## src/verilog/command_pkg.sv

```systemverilog
package command_pkg;

	// Host command codes. The class of a command decides which buffer it
	// waits in, not the code itself.
	typedef enum logic [7:0] {
		no_command = 8'h00,
		restart_op = 8'h01,
		read_cl_na = 8'h0a,
		write_na   = 8'h0d,
		read_pna   = 8'h0e,
		read_cl_s  = 8'h5a,
		read_cl_m  = 8'h6a,
		write_mi   = 8'h6d,
		write_ms   = 8'h7d
	} command_type;

	// The order also sets the round-robin order of the arbiter.
	typedef enum logic [1:0] {
		read    = 2'd0,
		write   = 2'd1,
		wed     = 2'd2,
		restart = 2'd3
	} command_class;

	// One command line as handed over by an engine.
	// The valid bit doubles as the push strobe into its buffer.
	typedef struct packed {
		logic         valid;
		command_type  command;
		logic [63:0]  address;
		logic [11:0]  size;
		command_class cmd_class;
		logic [7:0]   engine_id;
	} command_buffer_line;

	typedef struct packed {
		logic full;
		logic alfull;
		logic valid;
		logic empty;
	} buffer_status;

	typedef struct packed {
		buffer_status read_buffer;
		buffer_status write_buffer;
		buffer_status wed_buffer;
		buffer_status restart_buffer;
	} command_buffer_status;

	typedef struct packed {
		logic read_request;
		logic write_request;
		logic wed_request;
		logic restart_request;
	} arbiter_request;

	// One pop strobe per buffer; at most one is high in a cycle.
	typedef struct packed {
		logic read_ready;
		logic write_ready;
		logic wed_ready;
		logic restart_ready;
	} arbiter_ready;

	typedef struct packed {
		logic [7:0] room;
	} command_interface_input;

	typedef struct packed {
		logic         valid;
		command_type  command;
		logic [63:0]  address;
		logic [11:0]  size;
		logic [7:0]   tag;
		command_class cmd_class;
	} command_interface_output;

	typedef struct packed {
		logic       valid;
		logic [7:0] tag;
		logic [7:0] credits;
	} response_interface;

endpackage
```

## src/verilog/command_buffer.sv

```systemverilog
`timescale 1ns/10ps

module command_buffer
	import command_pkg::*;
#(
	parameter int DEPTH = 32,
	parameter int ALFULL_MARGIN = 2
) (
	input  logic               clock,
	input  logic               rst_n,
	input  logic               push,
	input  command_buffer_line data_in,
	input  logic               pop,
	output command_buffer_line data_out,
	output buffer_status       status
);

	localparam int PTR_W = (DEPTH > 1) ? $clog2(DEPTH) : 1;
	localparam int COUNT_W = $clog2(DEPTH + 1);
	// Occupancy at which the almost-full flag comes up.
	localparam int ALFULL_LEVEL = (DEPTH > ALFULL_MARGIN) ? DEPTH - ALFULL_MARGIN : 0;

	command_buffer_line memory [DEPTH];

	logic [PTR_W-1:0]   write_ptr;
	logic [PTR_W-1:0]   read_ptr;
	logic [COUNT_W-1:0] count;
	logic               full;
	logic               empty;
	logic               do_push;
	logic               do_pop;

	assign full  = (count == COUNT_W'(DEPTH));
	assign empty = (count == '0);

	// A push into a full buffer is lost. A pop of an empty one does nothing.
	assign do_push = push & ~full;
	assign do_pop  = pop & ~empty;

	always_ff @(posedge clock) begin
		if (do_push) begin
			memory[write_ptr] <= data_in;
		end
	end

	always_ff @(posedge clock) begin
		if (!rst_n) begin
			write_ptr <= '0;
			read_ptr  <= '0;
			count     <= '0;
		end else begin
			if (do_push) begin
				write_ptr <= (write_ptr == PTR_W'(DEPTH - 1)) ? '0 : write_ptr + 1'b1;
			end
			if (do_pop) begin
				read_ptr <= (read_ptr == PTR_W'(DEPTH - 1)) ? '0 : read_ptr + 1'b1;
			end
			case ({do_push, do_pop})
				2'b10:   count <= count + 1'b1;
				2'b01:   count <= count - 1'b1;
				default: count <= count;
			endcase
		end
	end

	// The head is shown as soon as it is written, so the arbiter can take it
	// in the same cycle it pops.
	always_comb begin
		data_out       = memory[read_ptr];
		data_out.valid = memory[read_ptr].valid & ~empty;
	end

	assign status.full   = full;
	assign status.alfull = (int'(count) >= ALFULL_LEVEL);
	assign status.valid  = ~empty;
	assign status.empty  = empty;

endmodule

```

## config.mk

```make
export PLATFORM = sky130hd
export DESIGN_NAME = command_buffer
export DESIGN_NICKNAME = d
export VERILOG_FILES = /design/src/verilog/command_pkg.sv /design/src/verilog/command_buffer.sv
export SDC_FILE = /design/constraint.sdc
export NUM_CORES = 2
export LEC_CHECK = 0
export BUFFER_PORTS_ARGS = -buffer_cell sky130_fd_sc_hd__buf_2
export CAP_MARGIN = 5
export CELL_PAD_IN_SITES_DETAIL_PLACEMENT = 1
export CELL_PAD_IN_SITES_GLOBAL_PLACEMENT = 1
export CORE_MARGIN = 2
export CORE_UTILIZATION = 45
export DETAILED_ROUTE_END_ITERATION = 16
export PLACE_DENSITY_LB_ADDON = 0.1
export SLEW_MARGIN = 20
export SYNTH_ARGS = -nofsm -noshare
export SYNTH_HDL_FRONTEND = slang
export SYNTH_SLANG_ARGS = --single-unit
```

## constraint.sdc

```tcl
create_clock -name clock -period 10 [get_ports clock]
set_input_delay 1 -clock clock [delete_from_list [all_inputs] [get_ports clock]]
set_output_delay 1 -clock clock [all_outputs]
set_load 0.02 [all_outputs]
```

==> out/results.ini <==
[detailed_routing]
wirelength_met1_microns=134000
via_count=53400
wl_per_cell_microns=36.0
ant_nets=0
postRouteWirelength_microns=314000
drc=0
route.met2.wl_microns=154000
detailedRoute.firstPassIterationCount=5
initialDrtViolationCount=5993
detailroute.wirelength.met3_microns=19800
via_per_inst=6.11
maxUsedRoutingLayer=met5

[cts]
worst_skew_pair.late_latency_ns=0.96
root_buffer_master=clkbuf_16
cts_tree=built
cts_htree_levels=5
post-cts-setup-buffer-count=0
cts.repair.resized=0
clkSlewWorstSetupHoldPaths_ns=0.06
hold_buffers_post_cts=0
tritoncts.num_buffers=336
clk_path_buf_depth=4
clock_sinks=3061

[hold_path]
holdCritPathClass=input pin to register

[place]
place_hpwl_microns=150000
globalplace.congestion=0.709
dpl.cell_count=8143
numPortBuffers=197

[grt]
antenna_found_initial=49
aggregate_global_route_resource_usage=0.241
grt_max_degree=145
first_global_vias=56700
wire_length_of_the_first_global_routing_pass_microns=442000
global_route.overflow_total=0

[cells_and_area]
final_layout_size_suffix_gt1_frac=0.324
fin_cells=8737
design.final.nets=5207
synthToLayoutAreaGrowth_pct=13.5
fill_cells=21900

[timing]
period_share=0.584
finalSetupTns_ns=0
setup_viol=0
fin_crit_ns=5.84
finalMaxSlewViolations=0
worst_clock_skew_ns=0.0749
max_freq_mhz=171
worst-slew-pin-transition_ns=1.15
rsz0062_at_grt=false
worst_slew_margin_rel=0.236
finalHoldViolCount=0

[yosys]
synth_enable_flop_cells=3040
syn-num-nets=4797
synthTopCellsByArea=edfxtp_1 78%, mux4_2 17%, mux2i_1 0.84%
ys_types=52
post-synth-top-count-cell=edfxtp_1
yosys_warnings=0
synth_sequential_area_ratio=0.788
async_flop_share=0
synth.cell_area_sq_um=116000
yosys.area.top_type=edfxtp_1
postSynthRegisterBits=3061
synthFlopType=edfxtp_1
synth_cells=4688
synthTopCellsByCount=3,040 x edfxtp_1, 885 x mux4_2, 114 x nand2_1
share_of_yosys_cell_area_claimed_by_the_top_area_cell_type=0.785
synthesized_area_divided_by_synthesized_cell_count_sq_um=24.8

[die]
rows=186
floorplan.die.width_microns=512
die_area_sq_um=263000
floorplan.die.height_microns=512
ios=198
floorplan.initialDensity=0.453
area_of_the_core_region_sq_um=257000

[worst_setup_path]
critPathKind=register to output port
ff2ff_setup_slack_ns=5.29
critical_path_fanouts_max=63
critical_path_required_ns=9.00
start_kind=register
critical_path.endpoint_type=output port
critPathArrivalTime_ns=4.84

[pwr]
power_density_nw_per_um2=241
p_leak_nw=40.6
ir_drop_mv=0.219

[outcome]
outcome=completed

[run]
max_cap_viol=0

==> kinds of logic (layout without fill, tap and decap cells) <==
kind of cell | Yosys count | after routing | synth area share
flops | 3061 | 3061 | 0.788
mux | 1036 | 1036 | 0.185
buf+inv | 258 | 911 | 0.0103
other cells | 0 | 12 | 0
fa+ha+maj | 10 | 10 | 0.00108
xor+xnor | 6 | 6 | 0.000452
compound gates | 117 | 117 | 0.00754
simple gates | 200 | 200 | 0.00755
==> metal layers <==
metal	global-route usage	up-vias
met5	0	-
met2	0.391	1835
li1	-	21200
met1	0.347	29900
met4	0.0546	20
met3	0.0390	426
==> cell type report <==
| type | count | area [sq um] | area share |
|---|---|---|---|
| Multi-Input combinational cell | 1369 | 23700 | 0.179 |
| Sequential cell | 3061 | 91700 | 0.695 |
| Clock buffer | 419 | 8860 | 0.0671 |
| Clock inverter | 162 | 1230 | 0.00932 |
| Antenna cell | 12 | 30.0 | 0.000227 |
| Tap cell | 3384 | 4230 | 0.0321 |
| Timing Repair Buffer | 321 | 2200 | 0.0167 |
| Inverter | 9 | 41.3 | 0.000313 |
==> critical path: stages, from the launching register on <==
cell and delay, ns:
dfxtp_4 0.51, inv_8 0.56, buf_12 0.62, buf_4 0.85, mux4_2 0.62, mux2_2 0.37, buf_2 0.19
==> power by group <==
part	switching [mW]	total (mW)	leakage (nW)	internal [mW]
clock network	4.88	11.6	4.93	6.70
logic	2.90	5.81	8.15	2.90
registers	0.0897	14.4	27.6	14.3
==> cell usage in the layout (no fill, tap or decap), types with 8 or more instances in the layout <==
cell type	instances
mux2i_1	98
clkinv_1	84
o22ai_1	36
ha_1	10
dfxtp_1	16
a221o_1	17
buf_4	102
buf_12	21
mux2_2	53
edfxtp_1	3040
inv_1	8
diode_2	12
mux4_2	885
a21o_1	20
clkbuf_1	75
clkbuf_16	341
bufinv_16	18
nand2_1	114
buf_2	197
clkinv_2	47
nor2_4	33
==> path summary, 6_finish.rpt <==
kind / start / end / cells after the start
setup / recovery: register / data_out[71] / 6
hold / removal: rst_n / write_ptr[0] / 2
hold reg to reg: read_ptr[4] / register / 2
setup reg to reg: count[2] / memory[22][65] / 6
==> per-stage QoR <==
stage | instance area (sq um) | setup slack [ns] | total power, mW | hold slack (ns) | utilization
after floorplan | 116000 | 3.87 | 19.0 | 0.467 | -
after global placement | 122000 | 4.83 | 20.5 | 0.506 | 0.474
after detailed placement | 122000 | 4.87 | 20.6 | 0.499 | 0.474
after CTS | 132000 | 3.81 | 32.2 | 0.407 | 0.514
after global routing | 132000 | 3.85 | 32.9 | 0.455 | 0.514
final | 132000 | 4.16 | 31.8 | 0.465 | 0.514
==> registers in the layout (all words and copies together) (netlist names), named ones only <==
register / cells
count: 6
write_ptr: 5
read_ptr: 5
memory: 3040
No activity file was read; power rests on OpenSTA's default activity.
