<file path="src/verilog/command_pkg.sv">
package command_pkg;

	// Host command codes. The class of a command decides which buffer it
	// waits in, not the code itself.
	typedef enum logic [7:0] {
		no_command = 8'h00,
		restart_op = 8'h01,
		read_cl_na = 8'h0a,
		write_na   = 8'h0d,
		read_pna   = 8'h0e,
		read_cl_s  = 8'h5a,
		read_cl_m  = 8'h6a,
		write_mi   = 8'h6d,
		write_ms   = 8'h7d
	} command_type;

	// The order also sets the round-robin order of the arbiter.
	typedef enum logic [1:0] {
		read    = 2'd0,
		write   = 2'd1,
		wed     = 2'd2,
		restart = 2'd3
	} command_class;

	// One command line as handed over by an engine.
	// The valid bit doubles as the push strobe into its buffer.
	typedef struct packed {
		logic         valid;
		command_type  command;
		logic [63:0]  address;
		logic [11:0]  size;
		command_class cmd_class;
		logic [7:0]   engine_id;
	} command_buffer_line;

	typedef struct packed {
		logic full;
		logic alfull;
		logic valid;
		logic empty;
	} buffer_status;

	typedef struct packed {
		buffer_status read_buffer;
		buffer_status write_buffer;
		buffer_status wed_buffer;
		buffer_status restart_buffer;
	} command_buffer_status;

	typedef struct packed {
		logic read_request;
		logic write_request;
		logic wed_request;
		logic restart_request;
	} arbiter_request;

	// One pop strobe per buffer; at most one is high in a cycle.
	typedef struct packed {
		logic read_ready;
		logic write_ready;
		logic wed_ready;
		logic restart_ready;
	} arbiter_ready;

	typedef struct packed {
		logic [7:0] room;
	} command_interface_input;

	typedef struct packed {
		logic         valid;
		command_type  command;
		logic [63:0]  address;
		logic [11:0]  size;
		logic [7:0]   tag;
		command_class cmd_class;
	} command_interface_output;

	typedef struct packed {
		logic       valid;
		logic [7:0] tag;
		logic [7:0] credits;
	} response_interface;

endpackage
</file>
<file path="src/verilog/command_arbiter.sv">
`timescale 1ns/10ps

module command_arbiter
	import command_pkg::*;
(
	input  logic               clock,
	input  logic               rst_n,
	input  arbiter_request     request,
	input  logic               issue_allowed,
	input  command_buffer_line read_line,
	input  command_buffer_line write_line,
	input  command_buffer_line wed_line,
	input  command_buffer_line restart_line,
	output arbiter_ready       ready,
	output command_buffer_line arbiter_line
);

	localparam int CLASSES = 4;

	// Bit and line index follow the command_class encoding.
	logic [CLASSES-1:0] request_bits;
	command_buffer_line lines [CLASSES];

	logic [1:0] last_grant;
	logic [1:0] grant_index;
	logic       grant_found;
	logic       grant;

	assign request_bits[read]    = request.read_request;
	assign request_bits[write]   = request.write_request;
	assign request_bits[wed]     = request.wed_request;
	assign request_bits[restart] = request.restart_request;

	assign lines[read]    = read_line;
	assign lines[write]   = write_line;
	assign lines[wed]     = wed_line;
	assign lines[restart] = restart_line;

	// Search starts one past the last winner and wraps, so the last winner
	// is looked at only when nobody else is asking.
	always_comb begin : select_winner
		logic [1:0] candidate;
		grant_found = 1'b0;
		grant_index = last_grant;
		for (int i = 1; i <= CLASSES; i++) begin
			candidate = last_grant + 2'(i);
			if (!grant_found && request_bits[candidate]) begin
				grant_found = 1'b1;
				grant_index = candidate;
			end
		end
	end

	// Nothing leaves a buffer unless the control has a credit for it.
	assign grant = grant_found & issue_allowed;

	always_comb begin
		ready               = '0;
		ready.read_ready    = grant && (grant_index == read);
		ready.write_ready   = grant && (grant_index == write);
		ready.wed_ready     = grant && (grant_index == wed);
		ready.restart_ready = grant && (grant_index == restart);
	end

	always_ff @(posedge clock) begin
		if (!rst_n) begin
			// Read gets the first turn after reset.
			last_grant         <= 2'(restart);
			arbiter_line.valid <= 1'b0;
		end else begin
			arbiter_line.valid <= grant;
			if (grant) begin
				last_grant             <= grant_index;
				arbiter_line.command   <= lines[grant_index].command;
				arbiter_line.address   <= lines[grant_index].address;
				arbiter_line.size      <= lines[grant_index].size;
				arbiter_line.cmd_class <= lines[grant_index].cmd_class;
				arbiter_line.engine_id <= lines[grant_index].engine_id;
			end
		end
	end

endmodule

</file>
<file path="config.mk">
export PLATFORM = sky130hd
export DESIGN_NAME = command_arbiter
export DESIGN_NICKNAME = d
export VERILOG_FILES = /design/src/verilog/command_pkg.sv /design/src/verilog/command_arbiter.sv
export SDC_FILE = /design/constraint.sdc
export NUM_CORES = 1
export LEC_CHECK = 0
export BUFFER_PORTS_ARGS = -buffer_cell sky130_fd_sc_hd__buf_2
export CORE_AREA = 2 2 187 189
export DETAILED_ROUTE_END_ITERATION = 7
export DIE_AREA = 0 0 189 191
export HOLD_SLACK_MARGIN = 0.05
export SKIP_CTS_REPAIR_TIMING = 1
export SLEW_MARGIN = 20
export SYNTH_ARGS = -nofsm -noshare
export SYNTH_HDL_FRONTEND = slang
export SYNTH_SLANG_ARGS = --single-unit
</file>
<file path="constraint.sdc">
create_clock -name clock -period 3.1 [get_ports clock]
set_clock_uncertainty 0.1 [all_clocks]
set_input_delay 0.31 -clock clock [delete_from_list [all_inputs] [get_ports clock]]
set_output_delay 0.31 -clock clock [all_outputs]
set_load 0.02 [all_outputs]
</file>
==> results.json <==
{
  "status": "finished, final reports clean",
  "cts_buffers": 9,
  "reg2reg_slack_ns": 0.65,
  "cap_violations": 0,
  "start_util_pct": 15.58,
  "crit_required_ns": 2.69,
  "min_period_ns": 2.709,
  "dr.pass1.iters": 4,
  "areaGrowthSynthToFinish_pct": 60.88,
  "final_max_slew_viol_count": 0,
  "wl_per_cell_microns": 18.84,
  "path_delay_family": "simple AND/OR/NAND/NOR gates",
  "synthesis.nets": 626,
  "cp.arrival_ns": 2.30,
  "finalSetupViolCount": 0,
  "drt_iter0_markers": 163,
  "n_fill_cell": 3584,
  "place.gp.congestion": 0.8518,
  "min_path_cells": 2,
  "final_layout_size_suffix_gt1_share_pct": 83.43,
  "startpoint": "last_grant[0]$_SDFFE_PN1P_",
  "clkPwrFrac_pct": 27.3,
  "cp_cell_sequence": "nor2b_1 -> nor3_1 -> a21o_4 -> buf_12 -> and3_1 -> buf_2",
  "clkTransAtPathRegs_ns": 0.07,
  "tightestPinTransition_ns": 0.7077,
  "internal_power_uw": 2825,
  "crit_cells": 6,
  "synth_largest_area_cell": "edfxtp_1",
  "timing.final.crit_share_pct": 87.40,
  "power_per_cell_area_mw_per_mm2": 462.0,
  "rows": 68,
  "critPathCapture": "ready[1]",
  "cts_root_buf": "clkbuf_16",
  "die_w_microns": 189,
  "yosysWarnings": 0,
  "p_seq_share_pct": 41.5,
  "rsz0062_at_grt": "false",
  "synth_seq_area_share_pct": 54.22,
  "r2r_end": "arbiter_line[37]$_DFFE_PP_",
  "grt_start_max_net_pins": 53,
  "portBuffers": 481,
  "p_sw_uw": 1126,
  "netlist_top_cells_area": "edfxtp_1 53%, mux4_2 40%, buf_4 1.3%",
  "clock-sinks": 97,
  "synth_area_sq_mm": 0.005316,
  "maxSlewHeadroom_pct": 52.82,
  "synth_cells": 239,
  "gr-total-overflow": 0,
  "layout_setup_ws_ns": 0.3906,
  "ant_nets": 0,
  "routed_wl_microns": 22230,
  "path_max_fanout": 52,
  "grt_pass1_vias": 5014,
  "pre_cts_ws_ns": 0.5013,
  "tns_ns": 0,
  "final_nets": 1107,
  "antenna_found_initial": 3,
  "avgSynthCellArea_sq_um": 22.24,
  "fmax_mhz": 369.1,
  "io_pins": 486,
  "grt_pass1_wl_microns": 30690,
  "synth_flop_cell": "edfxtp_1",
  "vdd_ir_drop_max_uv": 249.3,
  "drc": 0,
  "grt_use_total_pct": 11.66,
  "swShare_pct": 28.50,
  "cts_tree": "done",
  "end_kind": "output pin",
  "viasPerCell": 3.992,
  "dieArea_sq_mm": 0.03610,
  "hold_class": "primary input to register",
  "p_comb_share_pct": 31.2,
  "critPathSlowestCell": "dfxtp_1",
  "dr_total_vias": 4711,
  "crit_buf_inv": 2,
  "synth_cell_types": 24,
  "ys_async_sr_fraction_pct": 0,
  "critical-path-max-stage-delay_ns": 0.39,
  "crit-reg2reg-launch": "last_grant[0]$_SDFFE_PN1P_",
  "dpl.hpwl_microns": 18790,
  "synth_edf_count": 94,
  "cts_max_level": 3,
  "die_h_microns": 191,
  "max-clock-path-buffers": 2,
  "synth-seq-cells": 97,
  "r2r.worst_path.cells": 6,
  "path_class": "register to output pin",
  "cp-start-kind": "register",
  "synth_top_area_share_pct": 53.09,
  "clkLatencyLatePin_ns": 0.36,
  "timing_hold_violations_final": 0,
  "p_leak_uw": 0.003659,
  "core_area_sq_mm": 0.03412
}
## cells in the final DEF (no fill, tap or decap), types with 3 or more instances in the layout
cell type / n
buf_2: 481
mux4_2: 94
edfxtp_1: 94
clkbuf_16: 9
buf_4: 6
buf_12: 5
nor3_1: 3
dfxtp_1: 3
## sequential cells by signal (all words and copies together), names as in the netlist
signal	cells
last_grant	2
arbiter_line	95
## routing by layer
| metal | wire [microns] | global-route usage, % | vias to the layer above | part of all wire [%] |
|---|---|---|---|---|
| li1 | - | - | 2058 | - |
| met1 | 8352 | 13.49 | 2348 | 38 |
| met2 | 11230 | 19.61 | 279 | 51 |
| met3 | 2282 | 4.938 | 20 | 10 |
| met4 | 325 | 3.516 | 6 | 1.5 |
| met5 | 41 | 0 | - | 0.18 |
## layout make-up
class | instances | area [sq um] | share of cell area [%]
Antenna cell | 1 | 2.502 | 0.02926
Clock buffer | 9 | 225.2 | 2.633
Clock inverter | 6 | 42.54 | 0.4974
Inverter | 2 | 7.507 | 0.08777
Multi-Input combinational cell | 118 | 2271 | 26.55
Sequential cell | 97 | 2883 | 33.70
Tap cell | 455 | 569.3 | 6.656
Timing Repair Buffer | 492 | 2552 | 29.84
## through the flow
step | utilization (%) | total power, uW | std cells | cell area, sq um | hold slack (ns)
2_1_floorplan | - | 2458 | 239 | 5318 | 0.2818
3_3_place_gp | 24.28 | 2903 | 1164 | 8283 | 0.4164
3_5_place_dp | 24.28 | 2929 | 1164 | 8283 | 0.4263
4_1_cts | 25.06 | 4040 | 1179 | 8551 | 0.02679
5_1_grt | 25.06 | 4150 | 1179 | 8551 | 0.05437
6_report | 25.07 | 3952 | 1180 | 8553 | 0.06044
## power by group through the flow
| stage | combinational [uW] | sequential [uW] | clock, uW |
|---|---|---|---|
| 6_report | 1230 | 1640 | 1080 |
| 5_1_grt | 1330 | 1650 | 1170 |
| 4_1_cts | 1260 | 1640 | 1140 |
| 3_5_place_dp | 1260 | 1670 | 0 |
| 3_3_place_gp | 1230 | 1670 | 0 |
| 2_1_floorplan | 662 | 1800 | 0 |
## synthesized netlist by cell type, types with 2 or more instances
| cell type | number |
|---|---|
| mux4_2 | 94 |
| dfxtp_1 | 3 |
| buf_4 | 9 |
| edfxtp_1 | 94 |
| o21ai_0 | 2 |
| buf_6 | 2 |
| and3_1 | 2 |
| nor2_1 | 2 |
| nand3_1 | 2 |
| nand2b_1 | 2 |
| clkbuf_1 | 4 |
| and2_1 | 2 |
| nand2_1 | 2 |
| buf_2 | 5 |
| nor3_1 | 3 |
| inv_1 | 2 |
| buf_12 | 2 |
## worst reg2reg max path, cell delays in order (launching register included)
cell and delay, ns:
dfxtp_1 0.39, nor2b_1 0.09, a211o_1 0.28, a22oi_2 0.20, buf_12 0.22, buf_12 0.29
mux4_2 0.61
## cells by family (layout without fill, tap and decap cells)
group | Yosys count | after routing | share of synthesized area, %
flip-flops | 97 | 97 | 54.22
multiplexers | 94 | 94 | 39.82
buffers and inverters | 24 | 509 | 3.342
AND/OR/NAND/NOR | 16 | 16 | 1.577
AO/OA/AOI/OAI | 8 | 8 | 1.036
other | 0 | 1 | 0
## how the worst min path moves through the flow
stage / from / end / slack, ns
4_1_cts: rst_n / last_grant[1]$_SDFFE_PN1P_ / 0.03
3_5_place_dp: last_grant[0]$_SDFFE_PN1P_ / last_grant[0]$_SDFFE_PN1P_ / 0.43
6_report: rst_n / last_grant[1]$_SDFFE_PN1P_ / 0.06
2_1_floorplan: rst_n / last_grant[1]$_SDFFE_PN1P_ / 0.28
3_3_place_gp: last_grant[0]$_SDFFE_PN1P_ / last_grant[0]$_SDFFE_PN1P_ / 0.42
5_1_grt: rst_n / last_grant[1]$_SDFFE_PN1P_ / 0.05
No activity file was read; power rests on OpenSTA's default activity.
