### config.mk
export PLATFORM = sky130hd
export DESIGN_NAME = command_control
export DESIGN_NICKNAME = d
export VERILOG_FILES = /design/src/verilog/command_pkg.sv /design/src/verilog/command_control.sv
export SDC_FILE = /design/constraint.sdc
export NUM_CORES = 1
export LEC_CHECK = 0
export BUFFER_PORTS_ARGS = -buffer_cell sky130_fd_sc_hd__buf_2
export CORE_ASPECT_RATIO = 1.1
export CORE_MARGIN = 2
export CORE_UTILIZATION = 48
export CTS_CLUSTER_SIZE = 40
export DETAILED_ROUTE_END_ITERATION = 10
export GPL_TIMING_DRIVEN = 0
export PLACE_DENSITY = 0.87
export SYNTH_ARGS = -nofsm -noshare
export SYNTH_HDL_FRONTEND = slang
export SYNTH_SLANG_ARGS = --single-unit
### constraint.sdc
create_clock -name clock -period 9.6 [get_ports clock]
set_input_delay 1.44 -clock clock [delete_from_list [all_inputs] [get_ports clock]]
set_output_delay 1.44 -clock clock [all_outputs]
set_load 0.03 [all_outputs]
### src/verilog/command_pkg.sv
package command_pkg;

	// Host command codes. The class of a command decides which buffer it
	// waits in, not the code itself.
	typedef enum logic [7:0] {
		no_command = 8'h00,
		restart_op = 8'h01,
		read_cl_na = 8'h0a,
		write_na   = 8'h0d,
		read_pna   = 8'h0e,
		read_cl_s  = 8'h5a,
		read_cl_m  = 8'h6a,
		write_mi   = 8'h6d,
		write_ms   = 8'h7d
	} command_type;

	// The order also sets the round-robin order of the arbiter.
	typedef enum logic [1:0] {
		read    = 2'd0,
		write   = 2'd1,
		wed     = 2'd2,
		restart = 2'd3
	} command_class;

	// One command line as handed over by an engine.
	// The valid bit doubles as the push strobe into its buffer.
	typedef struct packed {
		logic         valid;
		command_type  command;
		logic [63:0]  address;
		logic [11:0]  size;
		command_class cmd_class;
		logic [7:0]   engine_id;
	} command_buffer_line;

	typedef struct packed {
		logic full;
		logic alfull;
		logic valid;
		logic empty;
	} buffer_status;

	typedef struct packed {
		buffer_status read_buffer;
		buffer_status write_buffer;
		buffer_status wed_buffer;
		buffer_status restart_buffer;
	} command_buffer_status;

	typedef struct packed {
		logic read_request;
		logic write_request;
		logic wed_request;
		logic restart_request;
	} arbiter_request;

	// One pop strobe per buffer; at most one is high in a cycle.
	typedef struct packed {
		logic read_ready;
		logic write_ready;
		logic wed_ready;
		logic restart_ready;
	} arbiter_ready;

	typedef struct packed {
		logic [7:0] room;
	} command_interface_input;

	typedef struct packed {
		logic         valid;
		command_type  command;
		logic [63:0]  address;
		logic [11:0]  size;
		logic [7:0]   tag;
		command_class cmd_class;
	} command_interface_output;

	typedef struct packed {
		logic       valid;
		logic [7:0] tag;
		logic [7:0] credits;
	} response_interface;

endpackage
### src/verilog/command_control.sv
`timescale 1ns/10ps

module command_control
	import command_pkg::*;
(
	input  logic                    clock,
	input  logic                    rst_n,
	input  logic                    enabled,
	input  command_interface_input  command_in,
	input  command_buffer_line      arbiter_line,
	input  response_interface       response,
	output logic                    issue_allowed,
	output command_interface_output command_out
);

	logic       enabled_q;
	logic       enabled_rise;
	logic       issue;
	logic [7:0] in_flight;
	logic [7:0] credits;
	logic [7:0] credit_base;
	logic [7:0] credit_return;
	logic [7:0] tag_count;

	assign enabled_rise = enabled & ~enabled_q;

	// A valid line from the arbiter always goes out on the next edge.
	// Its credit was checked when it was popped.
	assign issue = arbiter_line.valid;

	// At most one line sits between pop and issue, and its credit is
	// still counted in credits until it goes out.
	assign in_flight = {7'd0, arbiter_line.valid};

	assign issue_allowed = enabled && (credits > in_flight);

	// The host grants a fresh credit limit each time the port is enabled.
	assign credit_base   = enabled_rise ? command_in.room : credits;
	assign credit_return = response.valid ? response.credits : 8'd0;

	always_ff @(posedge clock) begin
		if (!rst_n) begin
			enabled_q <= 1'b0;
		end else begin
			enabled_q <= enabled;
		end
	end

	always_ff @(posedge clock) begin
		if (!rst_n) begin
			credits <= 8'd0;
		end else begin
			credits <= credit_base - {7'd0, issue} + credit_return;
		end
	end

	// Tags are handed out in issue order and wrap at 256.
	always_ff @(posedge clock) begin
		if (!rst_n) begin
			tag_count <= 8'd0;
		end else if (issue) begin
			tag_count <= tag_count + 8'd1;
		end
	end

	always_ff @(posedge clock) begin
		if (!rst_n) begin
			command_out.valid <= 1'b0;
		end else begin
			command_out.valid <= issue;
			if (issue) begin
				command_out.command   <= arbiter_line.command;
				command_out.address   <= arbiter_line.address;
				command_out.size      <= arbiter_line.size;
				command_out.cmd_class <= arbiter_line.cmd_class;
				command_out.tag       <= tag_count;
			end
		end
	end

endmodule

==> impl_metrics.tcl, run 1 <==
set metrics [dict create \
    startpoint "arbiter_line[94]" \
    yosys_warnings 0 \
    grtUsageMet1_pct 22.1 \
    period_minus_slack_ns 3.93 \
    synthesis.nets 374 \
    r2r_start "enabled_q" \
    synth-edff-count 94 \
    port_buffers 201 \
    use_met3_pct 6.73 \
    cts_made_buffers 9 \
    max_freq_mhz 255 \
    cellPowerDensity_nw_per_um2 200 \
    slew_headroom_pct 70.2 \
    viasPerCell 4.78 \
    drive_gt1_share_pct 49.6 \
    rsz0062_at_grt "no" \
    synthArstFlopShare_pct 0 \
    ys_seq_area_share_pct 78.2 \
    layout.nets 587 \
    period_share_pct 40.9 \
    yosys.area.top_type_share_pct 69.3 \
    clockRootBuffer "clkbuf_8" \
    synth-main-ff-cell "edfxtp_1" \
    grt_usage_pct 20.1 \
    clk_pin_slew_ns 0.10 \
    grt_max_degree 63 \
    status "complete, no violations" \
    clockBufferDepth 2 \
    wire_per_inst_um 16.8 \
    io_pins 219 \
    hold_viol_final 0 \
    setup_viol 0 \
    synth_cells 234 \
    fp.dieH_um 101 \
    cp.arrival_ns 2.49 \
    die_area_um2 9240 \
    crit_end "issue_allowed" \
    routed_wl_mm 9.47 \
    maxCapViolations 0 \
    ys_ff_latch 112 \
    gp_congestion 0.852 \
    reg2reg_depth 10 \
    ir_drop_mv 0.0976 \
    crit_required_ns 8.16 \
    synth_top_area_cell "edfxtp_1" \
    vias 2690 \
    row_count 35 \
    tritoncts "yes" \
    avgSynthCellArea_um2 17.4 \
    grt_pass1_vias 2620 \
    route.detailed.drc 0 \
    synthTopCellsByArea "edfxtp_1 (69%), dfxtp_1 (8.9%), ha_1 (4.9%), mux2i_1 (2.2%), xnor2_1 (1.7%)" \
    diodes 0 \
    syn_to_final_growth_pct 33.4 \
    total_leakage_power_nw 2.36 \
    final_max_slew_viol_count 0 \
    cts_setup_buffers 0 \
    end_kind "output pin" \
    antenna_left 0 \
    hpwlAfterDp_mm 7.46 \
    ctsResizeCount 0 \
    cts_sinks 112 \
    die_x_um 91.8 \
    ctsHoldBuffers 0 \
    worstPathMaxFanout 3 \
    start_util_pct 48.9 \
    reg2reg_to "credits[6]" \
    rrSetupSlack_ns 6.96 \
    gr-total-overflow 0 \
    cts_htree_levels 3 \
    met2_usage_pct 36.9 \
    cp-start-kind "primary input" \
    skew_ns 0.00674 \
    hold_class "reg -> reg" \
    syn_area_um2 4070 \
    tightestPinTransition_ns 0.447 \
    top_usage_layer "met2" \
    finalSetupTns_ns 0 \
    design.core.area_um2 8320 \
    fin_hold_ws_ns 0.476 \
    criticalPathCategory "in -> out" \
    first_pass_iters 4 \
    clk_latency_ns 0.36 \
    antenna_found_initial 0 \
    drt_iter0_drc 127 \
    synth_cell_types 37 \
    grt_pass1_wl_mm 13.8 \
]
placed cells by master (no fill, tap or decap), types with 2 or more instances in the layout:
cell type,count
buf_2,203
mux2i_1,9
o21ai_0,9
dfxtp_1,18
a21boi_0,3
inv_1,16
clkinv_4,3
edfxtp_1,94
or3_1,2
ha_1,16
nor2b_1,4
a211oi_1,2
clkbuf_1,2
nand2_1,12
nor3b_1,3
and2_1,9
clkbuf_8,9
nand4_1,4
xnor2_1,8
inv_8,2
per-stage QoR:
step	power (W)	std cells	worst slack, ns	instance area (µm²)	util [%]
floorplan	0.000760	234	5.29	4070	-
global placement	0.000826	546	4.35	5220	62.7
detailed placement	0.000839	547	5.64	5250	63.1
CTS	0.00109	563	5.65	5430	65.3
global route	0.00113	563	5.62	5430	65.3
finish	0.00109	563	5.67	5430	65.3
area by class of cell:
type                    count  area [µm²]
well taps                 111         139
fillers                   607        2890
clock inverters             7        61.3
multi-input cells         101         798
repair buffers            202        1030
inverters                  16        60.1
plain buffers               5        32.5
clock buffers               9         124
flip-flops and latches    112        3180
worst min-delay path by stage:
stage / slack (ns) / endpoint / startpoint / depth (start not counted)
2_1_floorplan: 0.42 / command_out[9] / tag_count[7] / 0
6_report: 0.48 / command_out[9] / tag_count[7] / 0
5_1_grt: 0.50 / command_out[9] / tag_count[7] / 0
3_3_place_gp: 0.42 / command_out[9] / tag_count[7] / 0
4_1_cts: 0.46 / command_out[9] / tag_count[7] / 0
3_5_place_dp: 0.44 / command_out[9] / tag_count[7] / 0
sequential cells by signal, indices dropped and copies added, names as in the netlist:
signal	cells
command_out	95
credits	8
tag_count	8
enabled_q	1
layer usage:
metal  up-vias  wire length, µm
met5         -                0
met4         0              155
met3        12              794
met2       123             5060
met1      1270             3470
li1       1285                -
synth_stat cells (2+ instances only):
master,instances
nor3b_1,3
xnor2_1,8
dfxtp_1,18
a21boi_0,3
edfxtp_1,94
nand2_1,12
nand4_1,4
or3_1,2
nor2b_1,4
clkbuf_1,2
a211oi_1,2
ha_1,16
mux2i_1,9
and2_1,10
o21ai_0,9
inv_1,16
buf_2,2
critical path, cell delays in order:
cell and delay (ns):
buf_2 0.12, ha_1 0.26, o21ai_0 0.10, o41a_2 0.38, buf_2 0.18
power by group:
group | internal [W] | switching (W)
registers | 0.000569 | 0.0000157
logic | 0.0000972 | 0.000146
clock network | 0.0000996 | 0.000160
total | 0.000766 | 0.000321
cells by family after synthesis:
| logic type | share of synthesized area [%] |
|---|---|
| xor gates and xnor gates | 1.94 |
| DFF | 78.2 |
| AOI/OAI and AO/OA | 2.92 |
| and+or+nand+nor | 7.07 |
| adders and majority gates | 5.41 |
| muxes | 2.21 |
| buffers and inverters | 2.27 |
No activity file was read; power rests on OpenSTA's default activity.
==> run 2: changes to the inputs <==
- CORE_UTILIZATION: 48 -> 44
- PLACE_DENSITY: 0.87 -> 0.81
- clock period: 9.6 -> 3.76 ns (I/O delays scaled with it)
==> run 2 against run 1 <==
- first-iteration DRC count is 9.4% higher
- die area grew 8.7%
- flip-flop and latch count stayed put
- worst hold slack got worse by 0.12 ns
- count of clock-buffer cells in the layout is 1 higher
- critical path depth grew 5
- clock skew rose by 0.0032 ns
- final cell count increased by 0.53%
- combinational power increased to 2.5 times the previous value
==> impl_metrics.tcl, run 2 (synthesis gave the netlist of run 1 again) <==
set metrics [dict create \
    status "complete, no violations" \
    hpwlAfterDp_mm 7.77 \
    drive_gt1_share_pct 49.1 \
    cpMaxStageDelayCell "fa_1" \
    ctsHoldBuffers 0 \
    fin_cells 566 \
    ctsResizeCount 0 \
    route.detailed.drc 0 \
    criticalPathCategory "reg -> reg" \
    diodes 0 \
    hold_class "in -> reg" \
    maxCapViolations 0 \
    worstPathMaxFanout 9 \
    fillCellCount 722 \
    clockBufferDepth 2 \
    drt_iter0_drc 139 \
    crit_required_ns 4.01 \
    seq_area_um2 3180 \
    cts_htree_levels 3 \
    cts_made_buffers 9 \
    rrSetupSlack_ns 1.22 \
    clockRootBuffer "clkbuf_8" \
    clk_latency_ns 0.37 \
    grt_max_degree 52 \
    rsz0062_at_grt "no" \
    max_freq_mhz 393 \
    viasPerCell 4.73 \
    wl_met1_mm 3.38 \
    cellPowerDensity_nw_per_um2 503 \
    hold_viol_final 0 \
    grt_usage_pct 19.1 \
    io_pins 219 \
    cts_setup_buffers 0 \
    largest_register_ff_count 95 \
    syn_to_final_growth_pct 33.0 \
    antenna_found_initial 1 \
    ir_drop_mv 0.280 \
    die_area_um2 10000 \
    gp_congestion 0.800 \
    postLayoutCoreUtil_pct 60.7 \
    period_minus_slack_ns 2.54 \
    setup_viol 0 \
    routed_wl_mm 9.79 \
    design.core.area_um2 8920 \
    total_leakage_power_nw 2.34 \
    top_layer_used "met5" \
    final_max_slew_viol_count 0 \
    top_register "command_out" \
    crit_chain "nor2b_4 > buf_8 > mux2i_1 > ha_1 > fa_1 > nor2b_1 > o21ai_0 > a21boi_0 > mux2i_1 > nand4_1" \
    die_x_um 95.7 \
    first_pass_iters 4 \
    cp.arrival_ns 2.80 \
    cp-start-kind "flop" \
    antenna_left 0 \
    layout_common_cells "buf_2 (203), edfxtp_1 (94), dfxtp_1 (18)" \
    start_util_pct 45.7 \
    route.met3.wl_mm 1.07 \
    final_common_cell "buf_2" \
    vias 2680 \
    cts_sinks 112 \
    end_kind "flop" \
    wire_per_inst_um 17.3 \
    finalSetupTns_ns 0 \
    skew_ns 0.00999 \
    clk_pin_slew_ns 0.10 \
    layout.nets 587 \
    slew_headroom_pct 62.6 \
    critPathMaxStageDelay_ns 0.45 \
    top_regs "command_out: 95 flops, credits: 8 flops, tag_count: 8 flops" \
    tritoncts "yes" \
    tightestPinTransition_ns 0.562 \
    dp_cells 550 \
    met2WireLength_mm 5.09 \
    fp.dieH_um 105 \
    period_share_pct 67.7 \
    multi_input_area_um2 798 \
    gr-total-overflow 0 \
    grt_pass1_wl_mm 13.7 \
    path_common_cell "mux2i_1" \
    port_buffers 201 \
    grt_pass1_vias 2706 \
    row_count 36 \
]
-- run 2: final timing paths --
path	cells past startpoint	start	endpoint
worst max register to register	10	enabled_q	credits[6]
worst min-delay path	1	arbiter_line[63]	command_out[63]
worst min register to register	0	tag_count[7]	command_out[9]
worst max-delay path	10	enabled_q	credits[6]
-- run 2: critical path, delay by kind of cell (launching register included) --
family	cells	cell delay, ns
fa+ha+maj	2	0.74
compound gates	2	0.42
mux	2	0.41
simple gates	3	0.38
flops	1	0.34
buf+inv	1	0.14
-- run 2: area by class of cell --
class	count	area share (%)
sequential	112	58.8
timing repair buffer	202	19.1
multi-input combinational	101	14.7
tap	114	2.63
clock buffer	10	2.36
inverter	16	1.11
clock inverter	6	0.670
buffer	5	0.601
-- run 2: metrics by stage --
stage,worst slack [ns],power (W),hold slack (ns),instance area [µm²]
after global routing,0.955,0.00286,0.336,5410
after detailed placement,0.833,0.00214,0.443,5250
final,1.22,0.00272,0.361,5410
after CTS,1.19,0.00274,0.343,5410
after floorplan,0.324,0.00194,0.417,4070
after global placement,-0.673,0.00211,0.426,5220
-- run 2: where the power goes --
group          leakage, nW  internal [W]  switching (W)  total (W)
combinational         1.23      0.000246       0.000366   0.000613
sequential            1.04       0.00145      0.0000418    0.00149
clock               0.0773      0.000237       0.000378   0.000615
-- run 2: metal layers --
metal  vias to the layer above  track usage [%]
li1                       1285                -
met3                        22             7.93
met1                      1249             18.8
met4                         2             8.37
met5                         -                0
met2                       122             34.0
